### config.mk
export PLATFORM = sky130hd
export DESIGN_NAME = vwalu_top
export DESIGN_NICKNAME = d
export VERILOG_FILES = /design/src/rtl/vwalu_pkg.sv /design/src/rtl/vw_issue_if.sv /design/src/rtl/vw_issue_stage.sv /design/src/rtl/vwaddsub.sv /design/src/rtl/vw_retire_stage.sv /design/src/rtl/vwalu_top.sv
export SDC_FILE = /design/constraint.sdc
export NUM_CORES = 1
export LEC_CHECK = 0
export BUFFER_PORTS_ARGS = -buffer_cell sky130_fd_sc_hd__buf_2
export CORE_MARGIN = 10
export CORE_UTILIZATION = 25
export CTS_CLUSTER_DIAMETER = 50
export DETAILED_ROUTE_END_ITERATION = 8
export GPL_TIMING_DRIVEN = 0
export PLACE_DENSITY = 0.39
export SLEW_MARGIN = 20
export SYNTH_ARGS = -nofsm -noshare
export SYNTH_HDL_FRONTEND = slang
export SYNTH_HIERARCHICAL = 1
export SYNTH_SLANG_ARGS = --single-unit
export TNS_END_PERCENT = 5
### constraint.sdc
create_clock -name clk_i -period 7.55 [get_ports clk_i]
set_input_delay 0 -clock clk_i [delete_from_list [all_inputs] [get_ports clk_i]]
set_output_delay 0 -clock clk_i [all_outputs]
set_load 0.005 [all_outputs]
### src/rtl/vwalu_pkg.sv
package vwalu_pkg;

    ////////////////////////////////////////////////////////////////////////////
    // Lane geometry and instruction encodings
    ////////////////////////////////////////////////////////////////////////////

    localparam int unsigned LANE_ELEMS = 4;      // Max wide results per slice.

    // OPMVV funct6 codes of the widening add/subtract group.
    localparam logic [5:0] FUNCT6_VWADDU  = 6'b110000;
    localparam logic [5:0] FUNCT6_VWADD   = 6'b110001;
    localparam logic [5:0] FUNCT6_VWSUBU  = 6'b110010;
    localparam logic [5:0] FUNCT6_VWSUB   = 6'b110011;
    localparam logic [5:0] FUNCT6_VWADDUW = 6'b110100;
    localparam logic [5:0] FUNCT6_VWADDW  = 6'b110101;
    localparam logic [5:0] FUNCT6_VWSUBUW = 6'b110110;
    localparam logic [5:0] FUNCT6_VWSUBW  = 6'b110111;

    typedef enum logic [3:0] {
        VW_NONE = 4'd0,                          // Illegal or idle.
        VWADDU  = 4'd1,
        VWADD   = 4'd2,
        VWSUBU  = 4'd3,
        VWSUB   = 4'd4,
        VWADDUW = 4'd5,                          // .w forms take a wide vs2.
        VWADDW  = 4'd6,
        VWSUBUW = 4'd7,
        VWSUBW  = 4'd8
    } vw_op_e;

    typedef enum logic [1:0] {
        SEW_8   = 2'b00,
        SEW_16  = 2'b01,
        SEW_32  = 2'b10,
        SEW_RSV = 2'b11                          // Treated as 32 bits.
    } sew_e;

    ////////////////////////////////////////////////////////////////////////////
    // Element views of the operand words
    ////////////////////////////////////////////////////////////////////////////

    // 64-bit slice, read as narrow or wide elements.
    typedef union packed {
        logic [7:0][7:0]  e8;
        logic [3:0][15:0] e16;
        logic [1:0][31:0] e32;
        logic [63:0]      w64;
    } vec64_u;

    // 32-bit vs1 slice, always narrow elements.
    typedef union packed {
        logic [3:0][7:0]  e8;
        logic [1:0][15:0] e16;
        logic [31:0]      w32;
    } vec32_u;

endpackage

### src/rtl/vw_issue_if.sv
`timescale 1ns/1ps

interface vw_issue_if;

    logic                               valid;     // Slice present.
    vwalu_pkg::vw_op_e                  op;        // Decoded operation.
    vwalu_pkg::sew_e                    sew;       // Narrow element width.
    logic                               illegal;   // Unknown funct6.
    vwalu_pkg::vec32_u                  vs1;       // Narrow operand.
    vwalu_pkg::vec64_u                  vs2;       // Narrow or wide operand.
    vwalu_pkg::vec64_u                  vd_old;    // Previous destination.
    logic [vwalu_pkg::LANE_ELEMS-1:0]   mask;      // Effective mask.

    modport issue (
        output valid, op, sew, illegal, vs1, vs2, vd_old, mask
    );

    modport alu (
        input op, sew, vs1, vs2
    );

    modport retire (
        input valid, sew, illegal, vd_old, mask
    );

endinterface

### src/rtl/vw_issue_stage.sv
`timescale 1ns/1ps

module vw_issue_stage (
    input  logic                clk_i,
    input  logic                rst_n_i,
    input  logic                valid_i,
    input  logic [5:0]          funct6_i,
    input  logic [1:0]          sew_i,
    input  logic                vm_i,
    input  logic [3:0]          mask_i,
    input  logic [31:0]         vs1_i,
    input  logic [63:0]         vs2_i,
    input  logic [63:0]         vd_old_i,
    vw_issue_if.issue           issue_o
);

    vwalu_pkg::vw_op_e                  op_dec;
    logic                               illegal_dec;
    logic [vwalu_pkg::LANE_ELEMS-1:0]   mask_eff;

    ////////////////////////////////////////////////////////////////////////////
    // funct6 decode and effective mask
    ////////////////////////////////////////////////////////////////////////////

    always_comb begin
        illegal_dec = 1'b0;
        case (funct6_i)
            vwalu_pkg::FUNCT6_VWADDU:  op_dec = vwalu_pkg::VWADDU;
            vwalu_pkg::FUNCT6_VWADD:   op_dec = vwalu_pkg::VWADD;
            vwalu_pkg::FUNCT6_VWSUBU:  op_dec = vwalu_pkg::VWSUBU;
            vwalu_pkg::FUNCT6_VWSUB:   op_dec = vwalu_pkg::VWSUB;
            vwalu_pkg::FUNCT6_VWADDUW: op_dec = vwalu_pkg::VWADDUW;
            vwalu_pkg::FUNCT6_VWADDW:  op_dec = vwalu_pkg::VWADDW;
            vwalu_pkg::FUNCT6_VWSUBUW: op_dec = vwalu_pkg::VWSUBUW;
            vwalu_pkg::FUNCT6_VWSUBW:  op_dec = vwalu_pkg::VWSUBW;
            default: begin
                op_dec      = vwalu_pkg::VW_NONE;    // Outside the group.
                illegal_dec = 1'b1;
            end
        endcase
    end

    // An illegal slice must not touch the destination at all.
    always_comb begin
        if (illegal_dec) begin
            mask_eff = '0;
        end else if (vm_i) begin
            mask_eff = '1;                           // Unmasked instruction.
        end else begin
            mask_eff = mask_i;
        end
    end

    ////////////////////////////////////////////////////////////////////////////
    // Slice register
    ////////////////////////////////////////////////////////////////////////////

    always_ff @(posedge clk_i) begin
        if (!rst_n_i) begin
            issue_o.valid   <= 1'b0;
            issue_o.op      <= vwalu_pkg::VW_NONE;
            issue_o.sew     <= vwalu_pkg::SEW_8;
            issue_o.illegal <= 1'b0;
        end else begin
            issue_o.valid <= valid_i;
            if (valid_i) begin
                issue_o.op      <= op_dec;
                issue_o.sew     <= vwalu_pkg::sew_e'(sew_i);
                issue_o.illegal <= illegal_dec;
            end
        end
    end

    always_ff @(posedge clk_i) begin
        if (valid_i) begin
            issue_o.mask   <= mask_eff;
            issue_o.vs1    <= vs1_i;
            issue_o.vs2    <= vs2_i;
            issue_o.vd_old <= vd_old_i;
        end
    end

endmodule

### src/rtl/vwaddsub.sv
`timescale 1ns/1ps

module vwaddsub (
    vw_issue_if.alu             issue_i,
    output vwalu_pkg::vec64_u   data_vd_o
);

    logic is_sgn;                                // Sign-extend operands.
    logic is_sub;                                // Subtract vs1.
    logic is_wide;                               // vs2 already 2*SEW wide.
    logic is_none;                               // No operation.

    ////////////////////////////////////////////////////////////////////////////
    // Operation flags
    ////////////////////////////////////////////////////////////////////////////

    always_comb begin
        is_sgn  = 1'b0;
        is_sub  = 1'b0;
        is_wide = 1'b0;
        is_none = 1'b0;
        case (issue_i.op)
            vwalu_pkg::VWADDU: begin
                is_sgn = 1'b0;
            end
            vwalu_pkg::VWADD: begin
                is_sgn = 1'b1;
            end
            vwalu_pkg::VWSUBU: begin
                is_sub = 1'b1;
            end
            vwalu_pkg::VWSUB: begin
                is_sgn = 1'b1;
                is_sub = 1'b1;
            end
            vwalu_pkg::VWADDUW: begin
                is_wide = 1'b1;
            end
            vwalu_pkg::VWADDW: begin
                is_sgn  = 1'b1;
                is_wide = 1'b1;
            end
            vwalu_pkg::VWSUBUW: begin
                is_sub  = 1'b1;
                is_wide = 1'b1;
            end
            vwalu_pkg::VWSUBW: begin
                is_sgn  = 1'b1;
                is_sub  = 1'b1;
                is_wide = 1'b1;
            end
            default: is_none = 1'b1;
        endcase
    end

    ////////////////////////////////////////////////////////////////////////////
    // Widening add/subtract per element width
    ////////////////////////////////////////////////////////////////////////////

    always_comb begin
        logic [15:0] a16, b16;
        logic [31:0] a32, b32;
        logic [63:0] a64, b64;
        data_vd_o = '0;
        a16       = '0;
        b16       = '0;
        a32       = '0;
        b32       = '0;
        a64       = '0;
        b64       = '0;
        if (!is_none) begin
            case (issue_i.sew)
                vwalu_pkg::SEW_8: begin
                    for (int i = 0; i < vwalu_pkg::LANE_ELEMS; i++) begin
                        a16 = is_wide ? issue_i.vs2.e16[i]
                                      : {{8{is_sgn & issue_i.vs2.e8[i][7]}}, issue_i.vs2.e8[i]};
                        b16 = {{8{is_sgn & issue_i.vs1.e8[i][7]}}, issue_i.vs1.e8[i]};
                        data_vd_o.e16[i] = is_sub ? a16 - b16 : a16 + b16;
                    end
                end
                vwalu_pkg::SEW_16: begin
                    for (int i = 0; i < 2; i++) begin
                        a32 = is_wide ? issue_i.vs2.e32[i]
                                      : {{16{is_sgn & issue_i.vs2.e16[i][15]}}, issue_i.vs2.e16[i]};
                        b32 = {{16{is_sgn & issue_i.vs1.e16[i][15]}}, issue_i.vs1.e16[i]};
                        data_vd_o.e32[i] = is_sub ? a32 - b32 : a32 + b32;
                    end
                end
                default: begin                   // SEW_32 and reserved.
                    a64 = is_wide ? issue_i.vs2.w64
                                  : {{32{is_sgn & issue_i.vs2.e32[0][31]}}, issue_i.vs2.e32[0]};
                    b64 = {{32{is_sgn & issue_i.vs1.w32[31]}}, issue_i.vs1.w32};
                    data_vd_o.w64 = is_sub ? a64 - b64 : a64 + b64;
                end
            endcase
        end
    end

endmodule

### src/rtl/vw_retire_stage.sv
`timescale 1ns/1ps

module vw_retire_stage (
    input  logic                clk_i,
    input  logic                rst_n_i,
    vw_issue_if.retire          issue_i,
    input  vwalu_pkg::vec64_u   data_vd_i,
    output logic                valid_o,
    output logic                illegal_o,
    output logic [63:0]         vd_o
);

    vwalu_pkg::vec64_u merged;

    ////////////////////////////////////////////////////////////////////////////
    // Mask-undisturbed merge at the wide element width
    ////////////////////////////////////////////////////////////////////////////

    always_comb begin
        merged = issue_i.vd_old;                 // Start from old destination.
        case (issue_i.sew)
            vwalu_pkg::SEW_8: begin
                for (int k = 0; k < vwalu_pkg::LANE_ELEMS; k++) begin
                    if (issue_i.mask[k]) begin
                        merged.e16[k] = data_vd_i.e16[k];
                    end
                end
            end
            vwalu_pkg::SEW_16: begin
                for (int k = 0; k < 2; k++) begin
                    if (issue_i.mask[k]) begin
                        merged.e32[k] = data_vd_i.e32[k];
                    end
                end
            end
            default: begin
                // One 64-bit element, only mask bit 0 counts.
                if (issue_i.mask[0]) begin
                    merged.w64 = data_vd_i.w64;
                end
            end
        endcase
    end

    ////////////////////////////////////////////////////////////////////////////
    // Output register
    ////////////////////////////////////////////////////////////////////////////

    always_ff @(posedge clk_i) begin
        if (!rst_n_i) begin
            valid_o   <= 1'b0;
            illegal_o <= 1'b0;
            vd_o      <= '0;
        end else begin
            valid_o <= issue_i.valid;
            if (issue_i.valid) begin
                illegal_o <= issue_i.illegal;    // Passed through as decoded.
                vd_o      <= merged.w64;
            end
        end
    end

endmodule

### src/rtl/vwalu_top.sv
`timescale 1ns/1ps

module vwalu_top (
    input  logic        clk_i,
    input  logic        rst_n_i,
    input  logic        valid_i,
    input  logic [5:0]  funct6_i,
    input  logic [1:0]  sew_i,
    input  logic        vm_i,
    input  logic [3:0]  mask_i,
    input  logic [31:0] vs1_i,
    input  logic [63:0] vs2_i,
    input  logic [63:0] vd_old_i,
    output logic        valid_o,
    output logic        illegal_o,
    output logic [63:0] vd_o
);

    vw_issue_if         issue_bus ();            // Registered slice.
    vwalu_pkg::vec64_u  raw_vd;                  // Unmerged results.

    ////////////////////////////////////////////////////////////////////////////
    // Issue, compute, retire
    ////////////////////////////////////////////////////////////////////////////

    vw_issue_stage u_issue (
        .clk_i    (clk_i),
        .rst_n_i  (rst_n_i),
        .valid_i  (valid_i),
        .funct6_i (funct6_i),
        .sew_i    (sew_i),
        .vm_i     (vm_i),
        .mask_i   (mask_i),
        .vs1_i    (vs1_i),
        .vs2_i    (vs2_i),
        .vd_old_i (vd_old_i),
        .issue_o  (issue_bus.issue)
    );

    vwaddsub u_alu (
        .issue_i   (issue_bus.alu),
        .data_vd_o (raw_vd)
    );

    vw_retire_stage u_retire (
        .clk_i     (clk_i),
        .rst_n_i   (rst_n_i),
        .issue_i   (issue_bus.retire),
        .data_vd_i (raw_vd),
        .valid_o   (valid_o),
        .illegal_o (illegal_o),
        .vd_o      (vd_o)
    );

endmodule

==> results by group, run 1 <==
Outcome
  • Status: complete, no violations

Worst setup path
  • Critical path startpoint category: register
  • Data required time of the worst path: 7990 ps
  • CP endpoint kind: register
  • Worst R2R End: u_retire/vd_o[53]$_SDFFE_PN0P_
  • R2r startpoint: u_issue/issue_o.op[3]$_SDFFE_PN0P_
  • WP data arrival: 7660 ps
  • Setup slack, reg-to-reg: 340 ps
  • WS Path Type: reg -> reg
  • Reg2reg path depth: 20
  • Critical-path maximum fanout: 10

Timing
  • Post-route clock period utilization: 0.956
  • Slew Viols, Final: 0
  • Final setup vio count: 0
  • Final WS setup: 336 ps
  • Fmax: 139 MHz
  • RSZ-0062 raised after global routing: no
  • Max Clock Skew: 22.9 ps
  • Slew HR: 0.212
  • Worst hold slack: 142 ps
  • Clock period minus worst slack: 7210 ps
  • Final Hold Vio Count: 0
  • Worst-Margin Slew: 1180 ps

Drt
  • Via count: 21,600
  • Drt drc: 0
  • Detailed Route Iter0 Violations: 1,398
  • DRT antenna net count: 0
  • Vias per inst: 5.13
  • Pre-Repair DR Iteration Count: 6
  • Wire per inst: 23.8 um
  • Post-Route WL: 101,000 um

Worst hold path
  • Min-delay src: vd_old_i[8]
  • Hold path depth: 2
  • Min-Delay Endpoint: u_issue/issue_o.vd_old[8]$_DFFE_PP_
  • Hold Path Class: in -> reg

GRT
  • Largest net degree at the start of global routing: 85
  • Antenna violations before repair: 1
  • Global Route Usage Sum: 0.197
  • First-pass GRT wire length: 145,000 um
  • Via count of the first global-routing pass: 22,200
  • Congestion Overflow GR: 0

Synth
  • Post-Syn Instances: 2,587
  • Yosys top cell area share: 0.232
  • Mean Syn Cell Area: 8.21 um2
  • Most used DFF post-synth: edfxtp_1
  • Number of synthesized register bits: 238
  • Synth warnings: 6
  • Sequential share of the synthesized area: 0.302
  • Ys async rst share: 0
  • Cell taking the most area after synthesis: edfxtp_1
  • Synth unique cells: 83
  • Largest cells by area after synthesis: edfxtp_1 (23%), ha_1 (9.4%), dfxtp_1 (7.0%), nand2_1 (5.3%), nor2_1 (5.2%)
  • Post-synth EDFFs: 164
  • Syn Nets: 2,927
  • Netlist Area Pre-Place: 21,200 um2

Floorplan
  • Initial Util: 0.253
  • Total core area: 84,000 um2
  • Die Span Y: 311 um
  • # rows: 106
  • Die width: 311 um
  • Die Area: 97,000 um2
  • # IOs: 242

Clock tree
  • CTS tree: built
  • CTS Buffer Depth: 3
  • Sink Count: 238
  • CTS Buf Count: 38
  • Root Driver: clkbuf_16
  • Clk_lat worst skew: 570 ps
  • Htree depth: 2
  • Reg clk slew, reported paths: 60 ps

Placement
  • Port Buffers: 241
  • Placed standard-cell area: 23,900 um2
  • Post-place setup slack: -0.572 ps
  • DPL Wire Length: 81,800 um
  • Placer congestion estimate: 0.927

Power
  • PwrDens: 174 nW/um2
  • Leak pwr: 0.0121 uW
  • Max VDD drop: 0.000159 V

Run
  • Max-cap violation count: 0

Layout
  • Diode count: 0
  • Area delta synth->final: 27.4%
  • Layout Nets: 3,397
  • Layout cells sized above 1: 0.121
  • Design area: 27,000 um2
synth_stat cells, drive strengths merged (25+ instances only):
| master | number |
|---|---|
| o22ai | 34 |
| a41o | 33 |
| nor2 | 292 |
| ha | 160 |
| inv | 45 |
| o21bai | 25 |
| dfxtp | 74 |
| nand4 | 27 |
| mux2i | 69 |
| xnor2 | 117 |
| a21o | 77 |
| nand2 | 302 |
| nor3 | 36 |
| clkbuf | 124 |
| nand3 | 43 |
| o21a | 27 |
| buf | 32 |
| nor2b | 27 |
| a21oi | 205 |
| and3b | 32 |
| edfxtp | 164 |
| xor2 | 91 |
| a31oi | 49 |
| o21ai | 208 |
| a211oi | 34 |
| or3 | 51 |
how the worst max path moves through the flow:
| stage | from | end | slack, ps | cells after the start |
|---|---|---|---|---|
| 2_1_floorplan | u_issue/issue_o.op[3]$_SDFFE_PN0P_ | u_retire/vd_o[54]$_SDFFE_PN0P_ | 2640 | 22 |
| 3_3_place_gp | u_issue/issue_o.op[3]$_SDFFE_PN0P_ | u_retire/vd_o[58]$_SDFFE_PN0P_ | 100 | 23 |
| 3_5_place_dp | u_issue/issue_o.op[3]$_SDFFE_PN0P_ | u_retire/vd_o[58]$_SDFFE_PN0P_ | -0.6 | 23 |
| 4_1_cts | u_issue/issue_o.op[3]$_SDFFE_PN0P_ | u_retire/vd_o[53]$_SDFFE_PN0P_ | 80 | 22 |
| 5_1_grt | u_issue/issue_o.op[3]$_SDFFE_PN0P_ | u_retire/vd_o[54]$_SDFFE_PN0P_ | 50 | 20 |
| 6_report | u_issue/issue_o.op[3]$_SDFFE_PN0P_ | u_retire/vd_o[53]$_SDFFE_PN0P_ | 340 | 20 |
registers in the layout (all words and copies together), names as in the netlist:
| signal | count |
|---|---|
| u_retire/valid_o | 1 |
| u_retire/illegal_o | 1 |
| u_issue/issue_o.op | 4 |
| u_issue/issue_o.vd_old | 64 |
| u_issue/issue_o.sew | 2 |
| u_issue/issue_o.mask | 4 |
| u_issue/issue_o.illegal | 1 |
| u_issue/issue_o.vs1 | 32 |
| u_issue/issue_o.valid | 1 |
| u_retire/vd_o | 64 |
| u_issue/issue_o.vs2 | 64 |
placed cells by master (no fill, tap or decap), types with 67 or more instances in the layout:
| master | count |
|---|---|
| a21o_1 | 77 |
| nand2_1 | 301 |
| o21ai_0 | 202 |
| ha_1 | 160 |
| dlygate4sd3_1 | 187 |
| clkbuf_1 | 122 |
| buf_2 | 255 |
| xnor2_1 | 117 |
| a21oi_1 | 204 |
| nor2_1 | 290 |
| edfxtp_1 | 164 |
| dfxtp_1 | 74 |
| xor2_1 | 90 |
| mux2i_1 | 67 |
per-layer routing:
metal	GRT usage	part of all wire
met1	0.231	0.41
met4	0.0750	0.040
met2	0.361	0.51
met3	0.0230	0.035
met5	0	0
repair_timing:
item | CTS | global route
hold endpoints to repair | 253 | 0
gates resized for setup | 1 | 10
hold buffers | 187 | 0
setup buffers | 0 | 0
endpoints found under the setup margin | 1 | 9
through the flow:
stage	util	TNS (ps)	total power [uW]	instances
2_1_floorplan	-	0	2390	2587
3_3_place_gp	0.284	0	2930	3962
3_5_place_dp	0.285	-0.572	2930	3964
4_1_cts	0.322	0	4760	4220
5_1_grt	0.322	0	4930	4220
6_report	0.322	0	4690	4220
worst max-delay path, stage by stage (launching register included):
cell,delay (ps)
dfxtp_1,380
buf_2,230
nand2b_1,220
a21o_1,230
o21ai_1,760
clkbuf_1,730
nor2_1,140
xnor2_1,230
ha_1,300
and2_1,180
a22oi_1,180
nor4b_1,640
o21bai_1,340
a31oi_1,500
o21ai_1,320
a31oi_1,490
nor2_1,100
mux2i_1,140
a311o_1,380
or3_1,360
a41o_1,210
layout make-up:
class	count	area (um2)
multi-input cells	2148	14000
flip-flops and latches	238	6410
inverters	45	169
fillers	8945	56900
well taps	1134	1420
plain buffers	156	656
repair buffers	430	3130
clock buffers	46	1020
clock inverters	23	209
logic make-up after synthesis:
logic type,count (synthesis),synth area share
flip-flops,238,0.302
AND/OR/NAND/NOR,894,0.196
adder cells (fa/ha/maj),164,0.0981
AO/OA/AOI/OAI,810,0.246
XOR/XNOR,208,0.0858
multiplexers,72,0.0345
buffers and inverters,201,0.0384
power by group:
part | switching, uW | internal [uW]
logic | 853 | 534
registers | 95.5 | 1500
clock network | 693 | 1020
total | 1640 | 3050
Power figures use the tool's default switching activity.
==> run 2: changes to the inputs <==
--- a/config.mk
+++ b/config.mk
@@ -7,11 +7,11 @@
 export LEC_CHECK = 0
 export BUFFER_PORTS_ARGS = -buffer_cell sky130_fd_sc_hd__buf_2
 export CORE_MARGIN = 10
-export CORE_UTILIZATION = 25
+export CORE_UTILIZATION = 50
 export CTS_CLUSTER_DIAMETER = 50
 export DETAILED_ROUTE_END_ITERATION = 8
 export GPL_TIMING_DRIVEN = 0
-export PLACE_DENSITY = 0.39
+export PLACE_DENSITY = 0.68
 export SLEW_MARGIN = 20
 export SYNTH_ARGS = -nofsm -noshare
 export SYNTH_HDL_FRONTEND = slang
==> run 2 against run 1 <==
The flow now finishes with violations (negative setup slack). Register-to-register slack worse by 380 ps. Global-route usage up 15 points. Utilization up 30 points. Hold slack got worse by 33 ps. Sequential share of layout area increased by 0.86 points. Routed wire length is 9.3% lower. Combinational power barely moved. First-iteration DRC count rose by 120%. Sequential power barely moved.
==> results by group, run 2 (synthesized netlist as in run 1, its figures left out) <==
Clock tree
  • Postcts setup bufs: 0 (unchanged)
  • CTS Buffer Depth: 3 (unchanged)
  • CTS Buf Count: 30 (-21%)
  • Reg clk slew, reported paths: 70 ps (about the same)
  • Sink Count: 238 (unchanged)
  • CTS tree: built
  • Clk_lat worst skew: 600 ps (+30 ps)
  • Root Driver: clkbuf_16
  • Htree depth: 1 (-1)

Worst setup path
  • R2r startpoint: u_issue/issue_o.op[2]$_SDFFE_PN0P_
  • WP data arrival: 8080 ps (+420 ps)
  • WS Path Type: reg -> reg
  • Worst-path cell chain: nand2b_1, nor3_2, or2_2, clkdlybuf4s15_1, buf_1, nand2_1, nand2_1, ha_1, and3_1, a221oi_2, o211ai_1, a2111oi_0, o21bai_1, a31o_2, a21boi_1, xnor2_1, a211oi_1, a211oi_1, or3_1, a41o_1
  • Data required time of the worst path: 8040 ps (+50 ps)
  • Max stage delay on crit path: 790 ps (+30 ps)
  • Reg2reg path depth: 20 (unchanged)
  • Critical path startpoint category: register
  • CP max-delay cell: buf_1
  • Setup slack, reg-to-reg: -40 ps (-380 ps)
  • Critical-path maximum fanout: 10 (unchanged)
  • CP endpoint kind: register
  • Worst R2R End: u_retire/vd_o[54]$_SDFFE_PN0P_

Floorplan
  • # IOs: 242 (unchanged)
  • Initial Util: 0.506 (+0.253)
  • Die width: 226 um (-27%)
  • # rows: 75 (-29%)
  • Die Area: 51,100 um2 (-47%)
  • Total core area: 41,900 um2 (-50%)
  • Die Span Y: 226 um (-27%)

Power
  • Sequential share of power: 0.351 (+0.010)
  • Max VDD drop: 0.000250 V (+57%)
  • Leak pwr: 0.0120 uW (-0.72%)
  • PwrDens: 173 nW/um2 (-0.15%)
  • Switch Pwr: 1580 uW (-3.7%)
  • Total Power: 4520 uW (-3.7%)
  • Clock network power share: 0.339 (-0.025)
  • Int Pwr: 2940 uW (-3.6%)
  • Combinational power share: 0.310 (+0.015)
  • Switch share: 0.350 (about the same)

Layout
  • Area delta synth->final: 22.9%
  • Layout Nets: 3,388 (-0.26%)
  • Layout cells sized above 1: 0.115 (-0.00661)
  • Diode count: 0 (unchanged)
  • Largest registers: u_issue/issue_o.vd_old: 64 flops, u_issue/issue_o.vs2: 64 flops, u_retire/vd_o: 64 flops
  • Most frequent cells in the layout: nand2_1 (302), nor2_1 (292), buf_2 (256)
  • Most common cell after layout, fill and taps aside: nand2_1

GRT
  • Antenna violations before repair: 0 (-1)
  • Largest net degree at the start of global routing: 88 (+3.5%)
  • Congestion Overflow GR: 0 (unchanged)
  • Via count of the first global-routing pass: 21,400 (-3.3%)
  • Global Route Usage Sum: 0.345 (+0.148)
  • First-pass GRT wire length: 135,000 um (-7.0%)

Timing
  • Post-route clock period utilization: 1.01 (+0.0503)
  • Slew Viols, Final: 0 (unchanged)
  • Clock period minus worst slack: 7590 ps (+380 ps)
  • Worst-Margin Slew: 1170 ps (-5.98 ps)
  • Fmax: 132 MHz (-5.0%)
  • Total Neg Setup Slack: -44.2 ps (-44.2 ps)
  • Final Hold Vio Count: 0 (unchanged)
  • RSZ-0062 raised after global routing: yes
  • Final WS setup: -44.2 ps (-380 ps)
  • Final setup vio count: 1 (+1)
  • Slew HR: 0.212 (-0.000318)
  • Worst hold slack: 109 ps (-32.6 ps)
  • Max Clock Skew: 11.9 ps (-11.0 ps)

Placement
  • Placer congestion estimate: 1.04 (+12%)
  • DPL Wire Length: 70,500 um (-14%)
  • Port Buffers: 241 (unchanged)
  • Post-place setup slack: -6.33 ps (-5.75 ps)

Outcome
  • Status: complete, but fails checks
  • Failing checks: negative setup slack

Worst hold path
  • Hold path depth: 2 (unchanged)
  • Min-delay src: vs1_i[28]
  • Hold Path Class: in -> reg
  • Min-Delay Endpoint: u_issue/issue_o.vs1[28]$_DFFE_PP_

Drt
  • Pre-Repair DR Iteration Count: 6 (unchanged)
  • Detailed Route Iter0 Violations: 3,086 (+120%)
  • Post-Route WL: 91,200 um (-9.3%)
  • DRT antenna net count: 0 (unchanged)
  • Via count: 22,900 (+5.6%)
  • Wire per inst: 25.3 um (+6.0%)
  • Drt drc: 0 (unchanged)
  • Vias per inst: 6.33 (+23%)

Run
  • Max-cap violation count: 0 (unchanged)
run 2: power by group through the flow:
stage	registers, uW	clock network [uW]	logic (uW)
floorplan	1570	0	812
global route	1590	1600	1490
global placement	1610	0	1240
detailed placement	1610	0	1260
finish	1590	1530	1400
CTS	1580	1540	1340
run 2: layout make-up:
type / instances / area [um2]
fillers: 3671 / 15900
multi-input cells: 2148 / 14000
flip-flops and latches: 238 / 6410
repair buffers: 430 / 3120
clock buffers: 37 / 797
well taps: 539 / 674
plain buffers: 155 / 649
clock inverters: 19 / 263
inverters: 45 / 169
run 2: per-stage QoR:
| stage | instances | utilization | area, um2 |
|---|---|---|---|
| 2_1_floorplan | 2587 | - | 21200 |
| 3_3_place_gp | 3367 | 0.551 | 23100 |
| 3_5_place_dp | 3369 | 0.552 | 23200 |
| 4_1_cts | 3612 | 0.622 | 26100 |
| 5_1_grt | 3611 | 0.622 | 26100 |
| 6_report | 3611 | 0.622 | 26100 |
run 2: layer usage:
| metal | vias up | track usage | share of wire | routed length, um |
|---|---|---|---|---|
| li1 | 10400 | - | - | - |
| met1 | 10900 | 0.484 | 0.42 | 38500 |
| met2 | 1401 | 0.527 | 0.43 | 39200 |
| met3 | 184 | 0.0660 | 0.11 | 10400 |
| met4 | 0 | 0.103 | 0.034 | 3120 |
| met5 | - | 0 | 0 | 0 |
run 2: how the worst max path moves through the flow:
stage | from | endpoint | slack (ps)
floorplan | u_issue/issue_o.op[3]$_SDFFE_PN0P_ | u_retire/vd_o[54]$_SDFFE_PN0P_ | 2640
global placement | u_issue/issue_o.op[0]$_SDFFE_PN0P_ | u_retire/vd_o[47]$_SDFFE_PN0P_ | 20
detailed placement | u_issue/issue_o.op[0]$_SDFFE_PN0P_ | u_retire/vd_o[58]$_SDFFE_PN0P_ | -6
CTS | u_issue/issue_o.op[0]$_SDFFE_PN0P_ | u_retire/vd_o[54]$_SDFFE_PN0P_ | 120
global route | u_issue/issue_o.op[2]$_SDFFE_PN0P_ | u_retire/vd_o[54]$_SDFFE_PN0P_ | -60
finish | u_issue/issue_o.op[2]$_SDFFE_PN0P_ | u_retire/vd_o[54]$_SDFFE_PN0P_ | -40
run 2: critical path, delay by kind of cell, from the launching register on:
kind	cells	cell delay (ps)
AND/OR/NAND/NOR	7	2020
flip-flops	1	420
buffers and inverters	2	1550
adder cells (fa/ha/maj)	1	290
AO/OA/AOI/OAI	9	3040
XOR/XNOR	1	140
run 2: repair_timing:
action | in CTS | in global routing
resized for setup | 1 | 2
gates cloned | 0 | 0
hold buffers | 187 | 0
hold endpoints to repair | 249 | 0
endpoints found under the setup margin | 1 | 5
==> run 3: changes to the inputs <==
--- a/config.mk
+++ b/config.mk
@@ -7,11 +7,11 @@
 export LEC_CHECK = 0
 export BUFFER_PORTS_ARGS = -buffer_cell sky130_fd_sc_hd__buf_2
 export CORE_MARGIN = 10
-export CORE_UTILIZATION = 50
+export CORE_UTILIZATION = 40
 export CTS_CLUSTER_DIAMETER = 50
 export DETAILED_ROUTE_END_ITERATION = 8
 export GPL_TIMING_DRIVEN = 0
-export PLACE_DENSITY = 0.68
+export PLACE_DENSITY = 0.58
 export SLEW_MARGIN = 20
 export SYNTH_ARGS = -nofsm -noshare
 export SYNTH_HDL_FRONTEND = slang
==> constraint.sdc (replaced) <==
create_clock -name clk_i -period 6.4 [get_ports clk_i]
set_input_delay 0 -clock clk_i [delete_from_list [all_inputs] [get_ports clk_i]]
set_output_delay 0 -clock clk_i [all_outputs]
set_load 0.005 [all_outputs]
==> run 3 against run 2 <==
The run now ends clean. Utilization fell by 12 points. Clock skew rose by 16 ps. Global-route usage fell by 6.5 points. Power rose by 20%. Sequential share of layout area fell by 0.42 points. Combinational power rose by 18%. Design area rose by 1.7%. Highest routed layer is now met5. Fmax rose by 20%. Sequential power rose by 18%. Via count fell by 2.9%. Cell count rose by 4.2%. Critical endpoint unchanged.
==> results by group, run 3 (synthesized netlist as in run 1, its figures left out) <==
Worst setup path
  • Reg2reg path depth: 19 (-5.0%)
  • Critical-path maximum fanout: 10 (unchanged)
  • WP data arrival: 6780 ps (-1300 ps)
  • Data required time of the worst path: 6850 ps (-1190 ps)
  • Critical path startpoint category: register
  • WS Path Type: reg -> reg
  • CP endpoint kind: register

Timing
  • Worst-Margin Slew: 1260 ps (+89.9 ps)
  • Total Neg Setup Slack: 0 ps (+44.2 ps)
  • Fmax: 158 MHz (+20%)
  • Final Hold Vio Count: 0 (unchanged)
  • Clock period minus worst slack: 6320 ps (-1270 ps)
  • Slew HR: 0.159 (-0.0527)
  • Post-route clock period utilization: 0.988 (-0.0177)
  • Final setup vio count: 0 (-1)
  • Max Clock Skew: 28.1 ps (+16.2 ps)
  • Slew Viols, Final: 0 (unchanged)
  • RSZ-0062 raised after global routing: yes

Clock tree
  • Postcts setup bufs: 0 (unchanged)
  • Root Driver: clkbuf_16
  • CTS Buffer Depth: 3 (unchanged)
  • Htree depth: 2 (+1)
  • Clk_lat worst skew: 560 ps (-40 ps)
  • Sink Count: 238 (unchanged)
  • CTS Buf Count: 35 (+17%)
  • CTS tree: built
  • Reg clk slew, reported paths: 60 ps (about the same)

Power
  • Sequential share of power: 0.346 (-0.005)
  • PwrDens: 204 nW/um2 (+18%)
  • Max VDD drop: 0.000206 V (-18%)
  • Leak pwr: 0.0121 uW (+0.91%)
  • Clock network power share: 0.349 (+0.010)
  • Switch Pwr: 1890 uW (+19%)
  • Int Pwr: 3530 uW (+20%)
  • Switch share: 0.349 (-0.000872)
  • Combinational power share: 0.305 (-0.005)

Layout
  • Post-Layout Cell Count: 3,763 (+4.2%)
  • Multi-input logic area: 14,200 um2 (+1.2%)
  • Most common cell after layout, fill and taps aside: nand2_1
  • Design area: 26,600 um2 (+1.7%)
  • Sequential cell area: 6410 um2 (unchanged)
  • Layout cells sized above 1: 0.128 (+0.0133)
  • Layout Nets: 3,390 (+0.059%)
  • Area delta synth->final: 25.1%
  • Filler cell count in the final layout: 5,095 (+39%)
  • Largest registers: u_issue/issue_o.vd_old: 64 flops, u_issue/issue_o.vs2: 64 flops, u_retire/vd_o: 64 flops
  • Most frequent cells in the layout: nand2_1 (300), nor2_1 (287), buf_2 (255)

Drt
  • Via count: 22,200 (-2.9%)
  • Pre-Repair DR Iteration Count: 5 (-1)
  • Wire per inst: 24.7 um (-2.3%)
  • Detailed Route Iter0 Violations: 1,992 (-35%)
  • Post-Route WL: 92,900 um (+1.8%)
  • Drt drc: 0 (unchanged)
  • DRT antenna net count: 0 (unchanged)
  • Vias per inst: 5.90 (-6.8%)

Floorplan
  • Initial Util: 0.404 (-0.102)
  • Die Area: 62,700 um2 (+23%)
  • # rows: 84 (+12%)
  • # IOs: 242 (unchanged)
  • Die width: 250 um (+11%)
  • Die Span Y: 250 um (+11%)
  • Total core area: 52,600 um2 (+25%)

Placement
  • Placed standard-cell area: 23,300 um2 (+0.82%)
  • Placer congestion estimate: 1.07 (+3.3%)
  • Port Buffers: 241 (unchanged)
  • DPL Wire Length: 75,000 um (+6.4%)
  • Inst Count DP: 3,517 (+4.4%)

Run
  • Max-cap violation count: 0 (unchanged)

GRT
  • Global Route Usage Sum: 0.280 (-0.0646)
  • Via count of the first global-routing pass: 21,600 (+0.73%)
  • First-pass GRT wire length: 136,000 um (+0.41%)
  • Gr busiest metal: met2
  • Antenna violations before repair: 4 (+4)
  • Congestion Overflow GR: 0 (unchanged)
  • Met1 Track Usage GR: 0.338 (-0.146)
  • GR Layer Usage met3: 0.0521 (-0.0139)
  • Largest net degree at the start of global routing: 95 (+8.0%)
  • Global-route met2 utilization: 0.481 (-0.0458)

Worst hold path
  • Hold path depth: 2 (unchanged)
  • Hold Path Class: in -> reg

Outcome
  • Status: complete, no violations
-- run 3: what timing repair did --
item,CTS,global route
hold buffers,187,0
endpoints found under the hold margin,243,0
gates resized for setup,26,34
pin swaps,0,2
gates cloned,0,0
endpoints found under the setup margin,37,25
-- run 3: metal layers --
layer	up-vias	wire, um
li1	10400	-
met1	10700	36900
met2	889	45100
met3	200	6860
met4	6	4020
met5	-	37
-- run 3: cell type report --
type / instances / share of cell area
plain buffers: 153 / 0.0253
inverters: 45 / 0.00636
clock inverters: 20 / 0.00919
well taps: 688 / 0.0324
clock buffers: 41 / 0.0338
multi-input cells: 2148 / 0.534
flip-flops and latches: 238 / 0.241
repair buffers: 429 / 0.117
diodes: 1 / 0.0000942
-- run 3: final timing paths --
check	from	to	slack (ps)
setup reg to reg	u_issue/issue_o.op[2]$_SDFFE_PN0P_	u_retire/vd_o[54]$_SDFFE_PN0P_	80
setup / recovery	u_issue/issue_o.op[2]$_SDFFE_PN0P_	u_retire/vd_o[54]$_SDFFE_PN0P_	80
hold / removal	vd_old_i[45]	u_issue/issue_o.vd_old[45]$_DFFE_PP_	140
hold reg to reg	u_retire/vd_o[3]$_SDFFE_PN0P_	u_retire/vd_o[3]$_SDFFE_PN0P_	470
-- run 3: power by group through the flow --
stage | logic, uW | registers [uW] | clock network (uW)
finish | 1650 | 1870 | 1890
CTS | 1610 | 1870 | 1940
global route | 1770 | 1880 | 2010
global placement | 1490 | 1910 | 0
detailed placement | 1500 | 1900 | 0
floorplan | 958 | 1860 | 0
-- run 3: stage by stage --
stage	hold WS (ps)	power (uW)	util	worst slack, ps
2_1_floorplan	98.9	2810	-	1490
4_1_cts	116	5420	0.503	-73.6
5_1_grt	127	5660	0.505	-116
6_report	143	5410	0.505	76.0
3_5_place_dp	178	3410	0.444	-1080
3_3_place_gp	176	3390	0.443	-1070
-- run 3: critical path: stages (launching register included) --
cell	delay (ps)
dfxtp_1	430
nand2b_1	300
nor3_4	480
or2_2	500
buf_1	510
nand2_1	120
nand2_1	100
ha_1	300
and3_1	230
a221oi_4	410
o211ai_1	230
a2111oi_1	470
o21bai_1	230
a31o_2	310
a21boi_1	310
xnor2_1	120
a211oi_2	380
a211oi_2	140
or3_1	400
a41o_1	210
